--- src/rtl/mem_stage_defs.svh ---
// widths, region limits and stack depth for the memory stage
// region limits are byte addresses and assume a 32-bit address bus
`ifndef MEM_STAGE_DEFS_SVH
`define MEM_STAGE_DEFS_SVH

// ==============================
// bus widths
// ==============================
`define MS_ADDR_W 32
`define MS_DATA_W 32

// ==============================
// address map
// ==============================
// first byte address above data memory
`define MS_DMEM_LIMIT 32'h0000_8000
// first byte address of the stack RAM
`define MS_STACK_BASE 32'h0002_0000

// stack RAM size in words, power of two
`define MS_STACK_DEPTH 4096

`endif

--- src/rtl/mem_stage_pkg.sv ---
// data path types and FSM encodings of the memory stage
// region_t order has no meaning beyond the decode itself
`include "mem_stage_defs.svh"

package mem_stage_pkg;

	// ==============================
	// data path words
	// ==============================
	typedef logic [`MS_ADDR_W-1:0] addr_t;
	typedef logic [`MS_DATA_W-1:0] data_t;

	// address regions
	typedef enum logic [1:0]
	{
		REGION_DMEM  = 2'd0,
		REGION_PERI  = 2'd1,
		REGION_STACK = 2'd2
	} region_t;

	// peripheral master FSM
	typedef enum logic
	{
		PERI_IDLE   = 1'b0,
		PERI_NONSEQ = 1'b1
	} peri_state_t;

endpackage

--- src/rtl/region_req_if.sv ---
// region-qualified load/store request from the address decoder
// read and write are never high together
`timescale 1ns/1ps

interface region_req_if;

	// strobes, already qualified by region
	logic                 read;
	logic                 write;
	// byte address and store data
	mem_stage_pkg::addr_t addr;
	mem_stage_pkg::data_t wdata;

	// decoder side
	modport issuer
	(
		output read,
		output write,
		output addr,
		output wdata
	);

	// region target side
	modport target
	(
		input read,
		input write,
		input addr,
		input wdata
	);

endinterface

--- src/rtl/addr_decoder.sv ---
// classifies one load/store by address into dmem, peripheral or stack
// purely combinational, request levels pass straight through
`timescale 1ns/1ps
`include "mem_stage_defs.svh"

module addr_decoder
(
	input  logic                   i_read,
	input  logic                   i_write,
	input  mem_stage_pkg::addr_t   i_addr,
	input  mem_stage_pkg::data_t   i_wdata,
	output mem_stage_pkg::region_t o_region,
	output logic                   o_dmem_read,
	output logic                   o_dmem_write,
	region_req_if.issuer           stack_req,
	region_req_if.issuer           peri_req
);

	// ==============================
	// region decode
	// ==============================
	always_comb
	begin
		// below the dmem limit
		if (i_addr < `MS_DMEM_LIMIT)
			o_region = mem_stage_pkg::REGION_DMEM;
		// stack sits at the top of the map
		else if (i_addr >= `MS_STACK_BASE)
			o_region = mem_stage_pkg::REGION_STACK;
		// everything in between goes out on AHB
		else
			o_region = mem_stage_pkg::REGION_PERI;
	end

	// ==============================
	// per-region strobes
	// ==============================
	// data memory leaves as plain strobes
	assign o_dmem_read  = i_read  && (o_region == mem_stage_pkg::REGION_DMEM);
	assign o_dmem_write = i_write && (o_region == mem_stage_pkg::REGION_DMEM);

	// stack RAM request
	assign stack_req.read  = i_read  && (o_region == mem_stage_pkg::REGION_STACK);
	assign stack_req.write = i_write && (o_region == mem_stage_pkg::REGION_STACK);
	assign stack_req.addr  = i_addr;
	assign stack_req.wdata = i_wdata;

	// peripheral request
	assign peri_req.read  = i_read  && (o_region == mem_stage_pkg::REGION_PERI);
	assign peri_req.write = i_write && (o_region == mem_stage_pkg::REGION_PERI);
	assign peri_req.addr  = i_addr;
	assign peri_req.wdata = i_wdata;

endmodule

--- src/flat_wrapper.sv ---
// flat-port wrapper written by rule: the top's interface ports become plain ports
module addr_decoder_flat 
  (i_read, i_write, i_addr, i_wdata, o_region, o_dmem_read, o_dmem_write, stack_req_read, stack_req_write, stack_req_addr, stack_req_wdata, peri_req_read, peri_req_write, peri_req_addr, peri_req_wdata);
  region_req_if stack_req_i ();
  region_req_if peri_req_i ();
  input  logic i_read;
  input  logic i_write;
  input  mem_stage_pkg::addr_t i_addr;
  input  mem_stage_pkg::data_t i_wdata;
  output mem_stage_pkg::region_t o_region;
  output logic o_dmem_read;
  output logic o_dmem_write;
  output wire logic [$bits(stack_req_i.read)-1:0] stack_req_read;
  output wire logic [$bits(stack_req_i.write)-1:0] stack_req_write;
  output wire logic [$bits(stack_req_i.addr)-1:0] stack_req_addr;
  output wire logic [$bits(stack_req_i.wdata)-1:0] stack_req_wdata;
  output wire logic [$bits(peri_req_i.read)-1:0] peri_req_read;
  output wire logic [$bits(peri_req_i.write)-1:0] peri_req_write;
  output wire logic [$bits(peri_req_i.addr)-1:0] peri_req_addr;
  output wire logic [$bits(peri_req_i.wdata)-1:0] peri_req_wdata;
  assign stack_req_read = stack_req_i.read;
  assign stack_req_write = stack_req_i.write;
  assign stack_req_addr = stack_req_i.addr;
  assign stack_req_wdata = stack_req_i.wdata;
  assign peri_req_read = peri_req_i.read;
  assign peri_req_write = peri_req_i.write;
  assign peri_req_addr = peri_req_i.addr;
  assign peri_req_wdata = peri_req_i.wdata;
  addr_decoder u_core (.i_read(i_read), .i_write(i_write), .i_addr(i_addr), .i_wdata(i_wdata), .o_region(o_region), .o_dmem_read(o_dmem_read), .o_dmem_write(o_dmem_write), .stack_req(stack_req_i), .peri_req(peri_req_i));
endmodule
--- config.mk ---
export PLATFORM = sky130hd
export DESIGN_NAME = addr_decoder_flat
export DESIGN_NICKNAME = d
export VERILOG_FILES = /design/src/rtl/mem_stage_pkg.sv /design/src/rtl/region_req_if.sv /design/src/rtl/addr_decoder.sv /design/src/flat_wrapper.sv
export VERILOG_INCLUDE_DIRS = /design/src /design/src/rtl
export SDC_FILE = /design/constraint.sdc
export NUM_CORES = 1
export LEC_CHECK = 0
export BUFFER_PORTS_ARGS = -buffer_cell sky130_fd_sc_hd__buf_4
export CAP_MARGIN = 20
export CORE_AREA = 2 2 78 80
export DETAILED_ROUTE_END_ITERATION = 10
export DIE_AREA = 0 0 80 82
export GPL_TIMING_DRIVEN = 1
export PLACE_DENSITY = 0.6
export SYNTH_ARGS = -nofsm -noshare
export SYNTH_HDL_FRONTEND = slang
export SYNTH_SLANG_ARGS = --single-unit
--- constraint.sdc ---
create_clock -name vclk -period 1.8
set_clock_uncertainty 0.15 [all_clocks]
set_input_delay 0.18 -clock vclk [all_inputs]
set_output_delay 0.18 -clock vclk [all_outputs]
set_load 0.02 [all_outputs]
==> results of run 1 <==
==> synth_stat cells <==
cell type | n | share of area (%)
or3_1 | 1 | 0.57
nand3_1 | 1 | 0.46
nand4_1 | 1 | 0.57
and2_1 | 2 | 1.1
nor4_4 | 2 | 3.9
nor2_1 | 3 | 1.0
nand2_1 | 2 | 0.69
nor4b_1 | 2 | 1.6
buf_4 | 128 | 88
nor4_2 | 1 | 1.1
nor3_1 | 2 | 0.92
==> worst max-delay path, stage by stage <==
cell     delay, ns
buf_4         0.12
nor4_2        0.26
buf_4         0.15
nand3_1       0.14
nor4b_2       0.29
buf_4         0.19
==> metal layers <==
| layer | up-vias | part of all wire [%] | global-route usage, % |
|---|---|---|---|
| met5 | - | 0 | 0 |
| met4 | 0 | 15 | 7.12 |
| met3 | 41 | 23 | 2.42 |
| met2 | 74 | 43 | 8.08 |
| met1 | 185 | 19 | 2.40 |
| li1 | 194 | - | - |
==> stage by stage <==
step	TNS, ns	instances	setup slack [ns]	power, mW
final	0	154	0.138	0.183
after detailed placement	-0.0356	154	-0.0356	0.185
after global routing	0	154	0.0180	0.194
after CTS	0	154	0.0515	0.185
after global placement	0	154	0.0260	0.184
after floorplan	0	145	0.0616	0.428
==> cell families after synthesis <==
group / count (synthesis)
buf+inv: 128
simple gates: 17
==> power breakdown <==
group	switching, mW	internal (mW)
clock network	0	0
registers	0	0
logic	0.0984	0.0849
total	0.0984	0.0849
==> how the worst max path moves through the flow <==
| stage | to |
|---|---|
| 2_1_floorplan | peri_req_read |
| 3_3_place_gp | peri_req_write |
| 3_5_place_dp | peri_req_write |
| 4_1_cts | peri_req_write |
| 5_1_grt | peri_req_write |
| 6_report | peri_req_write |
==> repair_timing <==
action / 4_1_cts / 5_1_grt
resized for setup: 1 / 1
setup endpoints to repair: 1 / 2
pin swaps: 0 / 1
cloned: 0 / 0
==> layout by cell type (no fill, tap or decap) <==
cell and instances:
nand3_1 1, and2_1 2, nor4_4 2, nand4_1 1
nor3_1 2, nor4b_2 2, nor4_2 1, buf_4 62
or3_1 1, nor2_1 3, nand2_1 2
==> area by class of cell <==
| cell class | instances | share of cell area [%] |
|---|---|---|
| multi-input cells | 17 | 20.5 |
| well taps | 75 | 13.3 |
| repair buffers | 62 | 66.2 |
==> results.yml, run 1 <==
outcome:
  outcome: "complete, no violations"
logic_synthesis:
  ys_warn_count: 0
  synth_top_family_by_area: "buffers and inverters"
  synth_xor_area_share_pct: 0
  netlist_instances: 145
  syn_area_sq_um: 1090
  synth-compound-area-share_pct: 0
  synth-simple-area-share_pct: 12.0
  ys_types: 11
  muxShareOfSynthArea_pct: 0
  syn_area_per_cell_sq_um: 7.53
  yosysSeqAreaShare_pct: 0
  synth_fp_nets: 211
  synthAdderAreaFrac_pct: 0
power:
  leakagePower_nw: 0.323
  powerDensity_nw_per_um2: 261
  max-vdd-ir-drop_uv: 52.8
route:
  wl_mm: 1.98
  drt_iter0_markers: 4
  ant_nets: 0
  first_pass_iters: 2
  drc: 0
  wire_per_inst_um: 12.9
  num_vias: 494
  via_per_inst: 3.21
critical_path:
  end_kind: "output port"
  cp-start-kind: "primary input"
  cp_data_arrival_time_ns: 1.33
  worstSetupPathType: "in2out"
  crit_fanout: 3
  cp.required_ns: 1.47
  setup.worst_path.start: "i_addr[22]"
grt:
  grt_pass1_vias: 426
  gr-total-overflow: 0
  antenna_found_initial: 0
  grt_pass1_wl_mm: 2.29
  grt_usage_pct: 4.54
  grt_max_degree: 6
clock_tree:
  ctsHoldBuffers: 0
  postCtsSetupRepairBufs: 0
final_layout:
  seqCellArea_sq_um: 0
  multi_input_area_sq_um: 144
  utilization_pct: 12.2
  nets: 147
  n_sequential_cell: 0
  syn_to_final_growth_pct: -35.6
  fin_area_sq_um: 703
  n_antenna_cell: 0
  drive_gt1_share_pct: 84.8
  n_fill_cell: 665
  clock_buffers: 0
hold_path:
  hold_depth: 0
  hold_start: "i_wdata[17]"
  whs_endpoint: "peri_req_wdata[17]"
  hold_path_class: "in2out"
timing:
  max_freq_mhz: 602
  hold_viol_final: 0
  layout_min_cycle_time_ns: 1.66
  grt_setup_unrepaired: "no"
  slew_viol_final: 0
  timing.final.crit_share_pct: 92.3
  holdWs_ns: 0.210
  worst_pin_slew_ns: 0.423
  setup_viol: 0
  slew_headroom_pct: 71.7
floorplanning:
  boundaryPins: 202
  fp.coreArea_sq_um: 5750
  num_rows: 28
  dieArea_sq_um: 6560
  start_util_pct: 19.0
  dieHeight_um: 82
  die_x_um: 80
flow_run:
  maxCapViolations: 0
placement:
  io_buffers: 61
  placed_area_sq_um: 691
  gp_congestion: 0.518
  dpl.hpwl_mm: 1.74
Power figures use the tool's default switching activity.
==> inputs of run 2 (changes only) <==
--- a/config.mk
+++ b/config.mk
@@ -12,6 +12,7 @@
 export DETAILED_ROUTE_END_ITERATION = 10
 export DIE_AREA = 0 0 80 82
 export GPL_TIMING_DRIVEN = 1
+export MAX_ROUTING_LAYER = met4
 export PLACE_DENSITY = 0.6
 export SYNTH_ARGS = -nofsm -noshare
 export SYNTH_HDL_FRONTEND = slang
==> run 2 against run 1 <==
Net effect: combinational power barely moved; final cell count did not move; wire length fell by 0.25%.
==> results.yml, run 2 (same netlist as run 1, synthesis figures left out) <==
outcome:
  outcome: "complete, no violations"
critical_path:
  path_common_cell: "buf_4"
  cp_data_arrival_time_ns: 1.33
  setup.worst_path.start: "i_addr[22]"
  cp_cell_sequence: "buf_4, nor4_2, buf_4, nand3_1, nor4b_2, buf_4"
  worstSetupPathType: "in2out"
  cp.required_ns: 1.47
  cp-start-kind: "primary input"
  end_kind: "output port"
  crit_fanout: 3
  cp_top_family: "simple AND/OR/NAND/NOR gates"
  cpMaxStageDelayCell: "nor4b_2"
  crit_buf_inv: 3
  slowest_delay_ns: 0.29
floorplanning:
  start_util_pct: 19.0
  num_rows: 28
  die_x_um: 80
  dieArea_sq_um: 6560
  fp.coreArea_sq_um: 5750
  dieHeight_um: 82
  boundaryPins: 202
placement:
  place_inst: 154
  placed_area_sq_um: 691
  io_buffers: 61
  gp_congestion: 0.519
  dpl.hpwl_mm: 1.74
  dp_slack_ns: -0.0356
grt:
  grt_max_degree: 6
  grt_pass1_wl_mm: 2.28
  grt_pass1_vias: 426
  antenna_found_initial: 0
  gr-total-overflow: 0
  grt_usage_pct: 4.65
power:
  powerDensity_nw_per_um2: 260
  leakagePower_nw: 0.323
  max-vdd-ir-drop_uv: 52.6
  power_mw: 0.183
final_layout:
  nets: 147
  fin_area_sq_um: 703
  drive_gt1_share_pct: 84.8
  n_fill_cell: 665
  clock_buffers: 0
  syn_to_final_growth_pct: -35.6
  final_cell_mix: "buf_4, nor2_1"
  final_cells: 154
  seqCellArea_sq_um: 0
  n_antenna_cell: 0
  final_common_cell: "buf_4"
  n_sequential_cell: 0
  utilization_pct: 12.2
timing:
  finalSetupTns_ns: 0
  layout_setup_ws_ns: 0.138
  timing.final.crit_share_pct: 92.3
  layout_min_cycle_time_ns: 1.66
  setup_viol: 0
  worst_pin_slew_ns: 0.394
  slew_viol_final: 0
  holdWs_ns: 0.210
  max_freq_mhz: 602
  grt_setup_unrepaired: "no"
  slew_headroom_pct: 73.7
  hold_viol_final: 0
route:
  ant_nets: 0
  via_per_inst: 3.22
  first_pass_iters: 2
  wire_per_inst_um: 12.8
  drc: 0
  num_vias: 496
  drt_iter0_markers: 4
  wl_mm: 1.98
clock_tree:
  postCtsSetupRepairBufs: 0
  ctsHoldBuffers: 0
hold_path:
  whs_endpoint: "peri_req_wdata[17]"
  hold_start: "i_wdata[17]"
  hold_path_class: "in2out"
  hold_depth: 0
flow_run:
  maxCapViolations: 0
run 2: cell counts in the layout (fill, tap and decap cells not counted):
Identical to the previous run, type by type.
run 2: how the worst max path moves through the flow:
stage / slack [ns] / cells after the start / to
2_1_floorplan: 0.06 / 3 / peri_req_read
3_3_place_gp: 0.03 / 6 / peri_req_write
3_5_place_dp: -0.04 / 6 / peri_req_write
4_1_cts: 0.05 / 6 / peri_req_write
5_1_grt: 0.02 / 6 / peri_req_write
6_report: 0.14 / 6 / peri_req_write
run 2: metal layers:
| metal | GRT usage [%] | part of all wire [%] | vias up |
|---|---|---|---|
| met3 | 2.42 | 24 | 43 |
| met2 | 8.08 | 44 | 74 |
| met1 | 2.34 | 18 | 185 |
| li1 | - | - | 194 |
| met5 | - | 0 | - |
| met4 | 7.12 | 15 | 0 |
run 2: area by class of cell:
cell class	count	area, sq um	share of cell area (%)
multi-input cells	17	144	20.5
well taps	75	93.8	13.3
repair buffers	62	465	66.2
run 2: repair_timing:
action / 4_1_cts / 5_1_grt
setup endpoints to repair: 1 / 2
pin swaps: 0 / 1
endpoints found under the hold margin: 0 / 0
resized for setup: 1 / 1
run 2: where the power goes:
group	leakage, nW	switching [mW]	total (mW)	internal, mW
clock	0	0	0	0
combinational	0.323	0.0982	0.183	0.0849
sequential	0	0	0	0
