<file path="src/rtl/mem_stage_defs.svh">
// widths, region limits and stack depth for the memory stage
// region limits are byte addresses and assume a 32-bit address bus
`ifndef MEM_STAGE_DEFS_SVH
`define MEM_STAGE_DEFS_SVH

// ==============================
// bus widths
// ==============================
`define MS_ADDR_W 32
`define MS_DATA_W 32

// ==============================
// address map
// ==============================
// first byte address above data memory
`define MS_DMEM_LIMIT 32'h0000_8000
// first byte address of the stack RAM
`define MS_STACK_BASE 32'h0002_0000

// stack RAM size in words, power of two
`define MS_STACK_DEPTH 4096

`endif

</file>
<file path="src/rtl/mem_stage_pkg.sv">
// data path types and FSM encodings of the memory stage
// region_t order has no meaning beyond the decode itself
`include "mem_stage_defs.svh"

package mem_stage_pkg;

	// ==============================
	// data path words
	// ==============================
	typedef logic [`MS_ADDR_W-1:0] addr_t;
	typedef logic [`MS_DATA_W-1:0] data_t;

	// address regions
	typedef enum logic [1:0]
	{
		REGION_DMEM  = 2'd0,
		REGION_PERI  = 2'd1,
		REGION_STACK = 2'd2
	} region_t;

	// peripheral master FSM
	typedef enum logic
	{
		PERI_IDLE   = 1'b0,
		PERI_NONSEQ = 1'b1
	} peri_state_t;

endpackage

</file>
<file path="src/rtl/load_return.sv">
// memory-to-writeback register for loaded words
// o_load_valid pulses one cycle after a read that is not stalled
`timescale 1ns/1ps

module load_return
(
	input  logic                   clk,
	input  logic                   rst_n,
	input  logic                   i_read,
	input  logic                   i_stall,
	input  mem_stage_pkg::region_t i_region,
	input  mem_stage_pkg::data_t   i_dmem_rdata,
	input  mem_stage_pkg::data_t   i_stack_rdata,
	input  mem_stage_pkg::data_t   i_peri_rdata,
	output logic                   o_load_valid,
	output mem_stage_pkg::data_t   o_load_data
);

	mem_stage_pkg::data_t rdata_sel;
	// read finishes this cycle
	logic                 load_done;

	assign load_done = i_read && !i_stall;

	// ==============================
	// word select by region
	// ==============================
	always_comb
	begin
		unique case (i_region)
			mem_stage_pkg::REGION_DMEM:  rdata_sel = i_dmem_rdata;
			mem_stage_pkg::REGION_PERI:  rdata_sel = i_peri_rdata;
			mem_stage_pkg::REGION_STACK: rdata_sel = i_stack_rdata;
			default:                     rdata_sel = '0;
		endcase
	end

	// valid pulse
	always_ff @(posedge clk or negedge rst_n)
	begin
		if (!rst_n)
			o_load_valid <= 1'b0;
		else
			o_load_valid <= load_done;
	end

	// loaded word, held until the next load
	always_ff @(posedge clk)
	begin
		if (load_done)
			o_load_data <= rdata_sel;
	end

endmodule

</file>
<file path="config.mk">
export PLATFORM = sky130hd
export DESIGN_NAME = load_return
export DESIGN_NICKNAME = d
export VERILOG_FILES = /design/src/rtl/mem_stage_pkg.sv /design/src/rtl/load_return.sv
export VERILOG_INCLUDE_DIRS = /design/src /design/src/rtl
export SDC_FILE = /design/constraint.sdc
export NUM_CORES = 1
export LEC_CHECK = 0
export BUFFER_PORTS_ARGS = -buffer_cell sky130_fd_sc_hd__buf_2
export CAP_MARGIN = 20
export CORE_MARGIN = 5
export CORE_UTILIZATION = 40
export DETAILED_ROUTE_END_ITERATION = 7
export GPL_TIMING_DRIVEN = 0
export PLACE_DENSITY = 0.82
export REMOVE_ABC_BUFFERS = 1
export SLEW_MARGIN = 25
export SYNTH_ARGS = -nofsm -noshare
export SYNTH_HDL_FRONTEND = slang
export SYNTH_SLANG_ARGS = --single-unit
</file>
<file path="constraint.sdc">
create_clock -name clk -period 0.8 [get_ports clk]
set_input_delay 0.12 -clock clk [delete_from_list [all_inputs] [get_ports clk]]
set_output_delay 0.12 -clock clk [all_outputs]
set_load 0.01 [all_outputs]
</file>
==> key figures, run 1 <==
Setup path
  • Worst Path Buf+Inv: 1
  • Crit path DAT: 800 ps
  • WS Path Type: reg2out
  • Critical path launch point: o_load_data[8]
  • CP startpoint kind: flop
  • Critical Path RT: roughly 680 ps
  • CP endpoint kind: output pin
  • CP peak stage delay: ~380 ps
  • Critical path's slowest cell: edfxtp_1
  • CP Cell Sequence: buf_2
  • Maximum fanout along the worst path: 1
  • Family with the most delay on the worst path: flip-flops

STA
  • Final WS setup: -119 ps
  • Achievable frequency: 1090 MHz
  • Fin crit share: 1.15
  • RSZ-0062 raised after global routing: true
  • Setup tns final: -3140 ps
  • Worst Hold Margin: around 120 ps
  • Final setup fails: 33
  • Relative slew slack: 0.852
  • Final Hold Fails: 0
  • Final Max Slew Viols: 0
  • Min Tclk post-route: 919 ps
  • Slew @ Worst Pin: ~220 ps

Synth
  • Syn Inst Count: 111
  • Ys Warns: 0
  • Sequential fraction of the synthesis area: 0.554
  • Synth Register Bits: 33
  • Yosys cell types: 11
  • Main area contributors after synthesis: edfxtp_1 54%, mux2i_1 18%, o2bb2ai_1 11%, o2bb2ai_2 8.4%, buf_6 5.1%
  • Netlist Area Pre-Place: 0.00178 mm^2
  • Area leader, netlist: edfxtp_1
  • Post-Syn Area per Cell: 16.0 um^2
  • Synth top area share: 0.540

Die
  • Initial Util: 0.411
  • Core region area: between 0.004 and 0.005 mm^2
  • Rows: 24
  • Die Height: 76.7 um
  • Die area: 0.00588 mm^2
  • Io pins: 135
  • Die X-Extent: between 70 and 80 um

Route
  • Drt drc: 0
  • Final wirelength: 4.83 mm
  • Avg Vias per Cell: 4.97
  • DR WL/cell: 16.0 um
  • Drt pass-1 iters: 4
  • Post-route ant nets: 0
  • Vias after detailed routing: 1,495
  • Starting DRT DRC Count: 44

Min path
  • Hold crit path type: in2reg
  • Hold_sp: i_stack_rdata[12]

Clock network
  • Worst-path clk slew: 70 ps
  • TritonCTS clock tree: built
  • Max clock buf depth: 2
  • Root Buffer: clkbuf_8
  • Clk sink count: 33
  • CTS Buf Count: 5
  • H-tree levels: 2

Pwr
  • Peak VDD IR: 0.00121 V
  • Pleak: 1.21 nW
  • Power Dens Cells: around 1600 mW/mm^2

Placed design
  • Pre-CTS WS: -1130 ps
  • Gp weighted congestion: 0.742
  • Port buffer count: 134
  • DP HPWL: 3.64 mm
  • Placement Cell Area: 0.00244 mm^2
  • Placed insts: 286

GRT
  • Vias in the first global route: approximately 1,600
  • First-pass GRT wire length: 7.69 mm
  • GRT overflow: 0
  • GRT Total Usage: 0.164
  • Initial antenna violation count: 0
  • Largest net degree at the start of global routing: 35

Finish
  • Final layout net count: around 350
  • Layout Area Growth over Synthesis: 48.8%
  • Ant. Diodes: 0
  • Multi-input logic area: 704 um^2
  • Layout cells sized above 1: 0.639
  • Post-Layout Cell Count: 301
  • Fillcell total: 353
  • Reg area: 986 um^2
  • Finished Cell Area: about 0.0026 mm^2

Flow run
  • Max_cap viols: 0

Run status
  • Violated checks: negative setup slack
  • Status: finished with violations
Yosys cell counts (all sizes together):
| library cell | number |
|---|---|
| clkbuf | 2 |
| o2bb2ai | 32 |
| mux2i | 32 |
| buf | 10 |
| dfrtp | 1 |
| edfxtp | 32 |
| nor2b | 2 |
kinds of logic after synthesis:
group | count (synthesis) | share of synthesized area
AOI/OAI and AO/OA | 32 | 0.193
DFF | 33 | 0.554
and+or+nand+nor | 2 | 0.0113
buffers and inverters | 12 | 0.0619
muxes | 32 | 0.180
worst paths after layout:
path,to,cells after the start,slack [ps]
max in group asynchronous,o_load_valid,2,570
setup / recovery,o_load_data[8],1,-120
min in group asynchronous,o_load_valid,2,150
hold / removal,o_load_data[12],2,120
through the flow:
step | total power [mW] | util
floorplan | 2.46 | -
global placement | 2.92 | 0.556
detailed placement | 2.96 | 0.564
CTS | 4.16 | 0.610
global route | 4.35 | 0.612
finish | 4.11 | 0.612
registers in the layout (all words and copies together), names as in the netlist:
register and cells:
o_load_data 32, o_load_valid 1
what timing repair did:
item,4_1_cts,5_1_grt
endpoints found under the hold margin,1,0
endpoints found under the setup margin,82,59
setup buffers,6,0
hold buffers,1,0
cloned,1,0
resized for setup,6,2
cell usage in the layout, fill, tap and decap left out:
cell	instances
buf_16	1
buf_8	1
o2bb2ai_2	10
edfxtp_1	32
o2bb2ai_1	22
buf_2	132
mux2i_1	32
clkbuf_8	5
nor2b_4	3
clkbuf_1	1
buf_4	3
dlygate4sd3_1	1
dfrtp_1	1
clkinv_1	1
buf_12	4
report_power, final:
part / total (mW) / internal, mW / switching [mW]
registers: 2.08 / 2.05 / 0.0259
clock network: 1.13 / 0.586 / 0.546
logic: 0.901 / 0.482 / 0.419
total: 4.11 / 3.12 / 0.991
layer usage:
layer	vias to the layer above	wire length, um	share of wire	global-route usage
met5	-	0	0	0
met4	0	81	0.017	0.0612
met3	8	609	0.13	0.0902
met2	85	2340	0.48	0.272
met1	672	1800	0.37	0.175
li1	730	-	-	-
final cells by class:
cell class | count | share of cell area
timing repair buffer | 142 | 0.308
sequential | 33 | 0.372
multi-input combinational | 67 | 0.266
tap | 52 | 0.0246
clock buffer | 6 | 0.0274
clock inverter | 1 | 0.00142
Power figures use the tool's default switching activity.
==> inputs of run 2 (changes only) <==
--- a/config.mk
+++ b/config.mk
@@ -6,6 +6,7 @@
 export SDC_FILE = /design/constraint.sdc
 export NUM_CORES = 1
 export LEC_CHECK = 0
+export ABC_AREA = 1
 export BUFFER_PORTS_ARGS = -buffer_cell sky130_fd_sc_hd__buf_2
 export CAP_MARGIN = 20
 export CORE_MARGIN = 5
==> run 2 against run 1 <==
Against the previous run: via count rose by 26%; critical path depth stayed put; first-iteration DRC count rose to 3.0 times the previous value; the run still ends with negative setup slack left; flip-flop and latch count stayed put; maximum frequency shrank 2.9%; critical endpoint is now o_load_data[6]; sequential share of layout area is 1.0 points higher; final cell count up 21%; synthesized cell count is 65% higher; worst setup slack worse by 27 ps; global-route usage grew 1.9 points.
==> key figures, run 2 <==
Setup path
  • Critical path launch point: o_load_data[6]
  • WS Path Type: reg2out
  • Critical path's slowest cell: edfxtp_1
  • CP startpoint kind: flop
  • Critical Path RT: 680 ps (about the same)
  • Worst Path Buf+Inv: 1 (unchanged)
  • CP peak stage delay: 390 ps (about the same)
  • CP endpoint kind: output pin
  • Maximum fanout along the worst path: 1 (unchanged)
  • Family with the most delay on the worst path: flip-flops
  • Crit path DAT: 830 ps (+30 ps)
  • CP Cell Sequence: buf_2

Clock network
  • H-tree levels: 2 (unchanged)
  • TritonCTS clock tree: built
  • CTS Buf Count: 5 (unchanged)
  • Worst-path clk slew: 70 ps (about the same)
  • Max clock buf depth: 2 (unchanged)
  • Clk sink count: 33 (unchanged)
  • Root Buffer: clkbuf_8

Pwr
  • Comb power frac: 0.205 (-0.014)
  • Peak VDD IR: 0.000864 V (-29%)
  • Power Dens Cells: 1630 mW/mm^2 (+4.8%)
  • P_sw: 1.03 mW (+4.4%)
  • Seq pwr share: 0.498 (-0.008)
  • Clk pwr share: 0.297 (+0.022)
  • Switching Fraction: 0.246 (+0.00555)
  • Pleak: 1.20 nW (-0.88%)
  • P_int: 3.16 mW (+1.3%)

Route
  • Post-route ant nets: 0 (unchanged)
  • Starting DRT DRC Count: 131 (+200%)
  • Drt drc: 0 (unchanged)
  • Avg Vias per Cell: 5.18 (+4.3%)
  • Drt pass-1 iters: 4 (unchanged)
  • Vias after detailed routing: 1,890 (+26%)
  • Final wirelength: 5.52 mm (+14%)
  • DR WL/cell: 15.1 um (-5.6%)

Synth
  • Post-synth ARST share: 0.0303 (unchanged)
  • Top_reg_cell synth: edfxtp_1
  • Sequential fraction of the synthesis area: 0.555 (+0.00117)
  • Synth Register Bits: 33 (unchanged)
  • Ys Warns: 0 (unchanged)
  • Yosys cell types: 10 (-1)
  • Commonest cells post-synth: 96 x nand3_1, 32 x edfxtp_1, 32 x nand2_1, 11 x buf_6, 6 x buf_2
  • Netlist Area Pre-Place: 0.00178 mm^2 (-0.21%)
  • Post-synth EDFFs: 32 (unchanged)
  • Synth top area share: 0.541 (+0.00114)
  • Area leader, netlist: edfxtp_1
  • Most used standard cell by instance count after synthesis: nand3_1
  • Post-Syn Area per Cell: 9.70 um^2 (-39%)
  • Syn Inst Count: 183 (+65%)
  • Main area contributors after synthesis: edfxtp_1 54%, nand3_1 27%, buf_6 7.0%, nand2_1 6.8%, buf_2 1.7%

STA
  • Fin crit share: 1.18 (+0.0343)
  • Min Tclk post-route: 947 ps (+27.5 ps)
  • Relative slew slack: 0.814 (-0.0385)
  • Final WS setup: -147 ps (-27.5 ps)
  • Final setup fails: 33 (unchanged)
  • Achievable frequency: 1060 MHz (-2.9%)
  • Slew @ Worst Pin: 280 ps (+63.9 ps)
  • RSZ-0062 raised after global routing: true
  • Final Hold Fails: 0 (unchanged)
  • Final Max Slew Viols: 0 (unchanged)

Die
  • Initial Util: 0.411 (-0.000868)
  • Core region area: 0.00432 mm^2 (unchanged)
  • Die Height: 76.6 um (about the same)
  • Die area: 0.00587 mm^2 (-0.18%)
  • Rows: 24 (unchanged)
  • Io pins: 135 (unchanged)
  • Die X-Extent: 76.6 um (about the same)

Finish
  • Post-Layout Cell Count: 365 (+21%)
  • Final layout net count: 414 (+18%)
  • Biggest registers after layout: o_load_data: 32 flops, o_load_valid: 1 flops
  • Reg area: 986 um^2 (unchanged)
  • Layout cells sized above 1: 0.476 (-0.163)
  • Commonest non-fill, non-tap cell in the layout: buf_2
  • Largest register FFs: 32 (unchanged)
  • Fillcell total: 384 (+8.8%)
  • Commonest non-fill, non-tap cells in the layout: 132 x buf_2, 96 x nand3_1, 32 x edfxtp_1, 31 x nand2_1, 6 x clkbuf_8
  • Ant. Diodes: 0 (unchanged)
  • Layout Area Growth over Synthesis: 45.1%
  • Top reg by flops: o_load_data
  • Finished Cell Area: 0.00258 mm^2 (-2.7%)
  • Multi-input logic area: 646 um^2 (-8.3%)

Placed design
  • Port buffer count: 134 (unchanged)
  • Gp weighted congestion: 0.784 (+5.7%)
  • Placed insts: 353 (+23%)
  • Placement Cell Area: 0.00239 mm^2 (-1.9%)
  • DP HPWL: 3.87 mm (+6.4%)

GRT
  • GRT Total Usage: 0.183 (+0.0190)
  • Initial antenna violation count: 0 (unchanged)
  • GRT overflow: 0 (unchanged)
  • Largest net degree at the start of global routing: 35 (unchanged)
  • Vias in the first global route: 1,835 (+14%)
  • First-pass GRT wire length: 8.69 mm (+13%)

Min path
  • Hold crit path type: in2reg
  • Hold_sp: i_dmem_rdata[29]

Run status
  • Violated checks: negative setup slack
  • Status: finished with violations

Flow run
  • Max_cap viols: 0 (unchanged)
-- run 2: changes by cell type in the layout (fill, tap and decap cells not counted), sizes merged --
cell | previous run | this run
o2bb2ai | 32 | 0
clkbuf | 6 | 8
buf | 141 | 137
nor2 | 0 | 3
nor2b | 3 | 0
mux2i | 32 | 0
inv | 0 | 3
nand3 | 0 | 96
nand2 | 0 | 32
clkinv | 1 | 0
-- run 2: timing repair --
| item | in CTS | in global routing |
|---|---|---|
| pin swaps | 2 | 2 |
| setup buffers | 1 | 1 |
| hold endpoints to repair | 1 | 0 |
| gates cloned | 0 | 1 |
| gates resized for setup | 9 | 2 |
| hold buffers | 1 | 0 |
| endpoints found under the setup margin | 86 | 62 |
-- run 2: layer usage --
metal	vias up	global-route usage	share of wire
met5	-	0	0
li1	921	-	-
met2	105	0.315	0.51
met4	0	0.0699	0.022
met3	12	0.0697	0.093
met1	852	0.204	0.38
-- run 2: final timing paths --
path	cells past startpoint	to	slack (ps)
worst min-delay path	3	o_load_data[29]	120
min in group asynchronous	2	o_load_valid	140
worst max-delay path	1	o_load_data[6]	-150
max in group asynchronous	2	o_load_valid	570
-- run 2: layout make-up --
| cell class | instances | area share |
|---|---|---|
| Clock buffer | 8 | 0.0350 |
| Inverter | 3 | 0.00826 |
| Multi-Input combinational cell | 131 | 0.251 |
| Sequential cell | 33 | 0.383 |
| Tap cell | 52 | 0.0253 |
| Timing Repair Buffer | 138 | 0.298 |
-- run 2: cells by family after synthesis --
kind of cell,count (synthesis),synth area share
and+or+nand+nor,130,0.352
buffers and inverters,20,0.0930
DFF,33,0.555
-- run 2: power by group through the flow --
stage	Clock [mW]	Sequential, mW	Combinational [mW]
floorplan	0	2.20	0.228
global placement	0	2.12	0.774
detailed placement	0	2.13	0.815
CTS	1.28	2.09	0.848
global route	1.38	2.10	0.953
finish	1.25	2.09	0.861
-- run 2: per-stage QoR --
stage / setup TNS (ps) / utilization / power (mW) / setup slack [ps] / hold slack [ps]
4_1_cts: -3770 / 0.587 / 4.22 / -155 / 108
3_3_place_gp: -87950 / 0.545 / 2.90 / -1830 / -105
3_5_place_dp: -37360 / 0.553 / 2.94 / -928 / -104
2_1_floorplan: -38020 / - / 2.43 / -1160 / -176
6_report: -3350 / 0.596 / 4.20 / -147 / 118
5_1_grt: -4780 / 0.596 / 4.43 / -189 / 107
==> inputs of run 3 (changes only) <==
--- a/config.mk
+++ b/config.mk
@@ -9,10 +9,10 @@
 export ABC_AREA = 1
 export BUFFER_PORTS_ARGS = -buffer_cell sky130_fd_sc_hd__buf_2
 export CAP_MARGIN = 20
-export CORE_MARGIN = 5
 export CORE_UTILIZATION = 40
 export DETAILED_ROUTE_END_ITERATION = 7
 export GPL_TIMING_DRIVEN = 0
+export HOLD_SLACK_MARGIN = 0.15
 export PLACE_DENSITY = 0.82
 export REMOVE_ABC_BUFFERS = 1
 export SLEW_MARGIN = 25
==> run 3 against run 2 <==
Against the previous run: the flow still finishes with violations (negative setup slack); flip-flop and latch count stayed put; clock-buffer cell count stayed put; critical path depth stayed put; sequential power hardly changed; final cell count is 0.55% lower; via count is 0.32% lower; clock power hardly changed; first-iteration DRC count is 2.3% higher; combinational power hardly changed; die area is 20% lower; largest cell class unchanged; highest routed layer unchanged.
==> key figures, run 3 (synthesized netlist as in run 2, its figures left out) <==
Setup path
  • Critical path's slowest cell: edfxtp_1
  • CP peak stage delay: 370 ps (-20 ps)
  • Critical Path RT: 680 ps (about the same)
  • WS Path Type: reg2out
  • Worst Path Buf+Inv: 1 (unchanged)
  • CP startpoint kind: flop
  • Maximum fanout along the worst path: 1 (unchanged)
  • Family with the most delay on the worst path: flip-flops
  • CP Cell Sequence: buf_2
  • CP endpoint kind: output pin
  • Crit path DAT: 800 ps (-30 ps)

Finish
  • Commonest non-fill, non-tap cell in the layout: buf_2
  • Top reg by flops: o_load_data
  • Final Core Density: 0.620 (+0.0247)
  • Fillcell total: 371 (-3.4%)
  • Finished Cell Area: 0.00257 mm^2 (-0.19%)
  • Commonest non-fill, non-tap cells in the layout: 132 x buf_2, 96 x nand3_1, 32 x nand2_1, 32 x edfxtp_1, 6 x clkbuf_8
  • Post-Layout Cell Count: 363 (-0.55%)
  • Final layout net count: 414 (unchanged)
  • Biggest registers after layout: o_load_data: 32 flops, o_load_valid: 1 flops
  • Largest register FFs: 32 (unchanged)
  • Layout Area Growth over Synthesis: 44.8%
  • Ant. Diodes: 0 (unchanged)
  • Layout cells sized above 1: 0.473 (-0.00319)

STA
  • Relative slew slack: 0.811 (-0.00272)
  • RSZ-0062 raised after global routing: true
  • Fin crit share: 1.15 (-0.0369)
  • Setup tns final: -3170 ps (+174 ps)
  • Final setup fails: 33 (unchanged)
  • Achievable frequency: 1090 MHz (+3.2%)
  • Final WS setup: -117 ps (+29.5 ps)
  • Slew @ Worst Pin: 284 ps (+4.08 ps)
  • Worst Hold Margin: 39.4 ps (-78.7 ps)
  • Final Hold Fails: 0 (unchanged)
  • Final Max Slew Viols: 0 (unchanged)
  • Min Tclk post-route: 917 ps (-29.5 ps)

Placed design
  • Port buffer count: 134 (unchanged)
  • Placement Cell Area: 0.00239 mm^2 (-0.10%)
  • Placed insts: 351 (-0.57%)
  • DP HPWL: 3.28 mm (-15%)
  • Pre-CTS WS: -926 ps (+2.16 ps)
  • Gp weighted congestion: 0.702 (-11%)

GRT
  • GRT overflow: 0 (unchanged)
  • GRT Total Usage: 0.205 (+0.0215)
  • Vias in the first global route: 1,489 (-19%)
  • First-pass GRT wire length: 6.94 mm (-20%)
  • Largest net degree at the start of global routing: 35 (unchanged)
  • Initial antenna violation count: 0 (unchanged)

Route
  • Vias after detailed routing: 1,884 (-0.32%)
  • Post-route ant nets: 0 (unchanged)
  • Final wirelength: 5.04 mm (-8.8%)
  • DR WL/cell: 13.9 um (-8.3%)
  • Starting DRT DRC Count: 134 (+2.3%)
  • Drt pass-1 iters: 4 (unchanged)
  • Avg Vias per Cell: 5.19 (+0.23%)
  • Drt drc: 0 (unchanged)

Clock network
  • Worst-path clk slew: 60 ps (about the same)
  • Max clock buf depth: 2 (unchanged)
  • Clk sink count: 33 (unchanged)
  • TritonCTS clock tree: built
  • Root Buffer: clkbuf_8
  • H-tree levels: 2 (unchanged)
  • # hold bufs at CTS: 2 (+1)
  • CTS Buf Count: 5 (unchanged)

Die
  • Die X-Extent: 68.6 um (-10%)
  • Die Height: 68.6 um (-10%)
  • Die area: 0.00471 mm^2 (-20%)
  • Io pins: 135 (unchanged)
  • Core region area: 0.00414 mm^2 (-4.2%)
  • Initial Util: 0.428 (+0.0179)
  • Rows: 23 (-4.2%)

Pwr
  • Peak VDD IR: 0.000868 V (+0.50%)
  • Power Total: 4.21 mW (+0.37%)
  • Power Dens Cells: 1640 mW/mm^2 (+0.57%)
  • Pleak: 1.19 nW (about the same)

Min path
  • Hold crit path type: in2reg

Flow run
  • Max_cap viols: 0 (unchanged)

Run status
  • Violated checks: negative setup slack
  • Status: finished with violations
[run 3: layout make-up]
class	instances	area, um^2	share of cell area
clock buffer	8	90.1	0.0350
inverter	3	21.3	0.00827
multi-input combinational	131	643	0.250
sequential	33	986	0.383
tap	50	62.6	0.0243
timing repair buffer	138	768	0.299
[run 3: per-layer routing]
layer / share of wire / vias up / GRT usage
met4: 0.0054 / 0 / 0.0703
met2: 0.51 / 105 / 0.384
met5: 0 / - / 0
met3: 0.082 / 2 / 0.0395
met1: 0.40 / 858 / 0.229
li1: - / 919 / -
[run 3: path summary, 6_finish.rpt]
| kind | startpoint | to | slack [ps] | cells past startpoint |
|---|---|---|---|---|
| hold / removal | i_stall | o_load_valid | 40 | 2 |
| min in group asynchronous | rst_n | o_load_valid | 150 | 2 |
| setup / recovery | o_load_data[21] | o_load_data[21] | -120 | 1 |
| max in group asynchronous | rst_n | o_load_valid | 570 | 2 |
[run 3: power by group]
part | total [mW] | internal (mW) | switching (mW)
Sequential | 2.08 | 2.06 | 0.0268
Clock | 1.27 | 0.701 | 0.569
Combinational | 0.858 | 0.403 | 0.455
Total | 4.21 | 3.16 | 1.05
[run 3: what timing repair did]
item	CTS	global route
pin swaps	1	2
buffers inserted	1	1
setup endpoints to repair	81	60
gates cloned	0	1
resized for setup	8	2
endpoints found under the hold margin	34	25
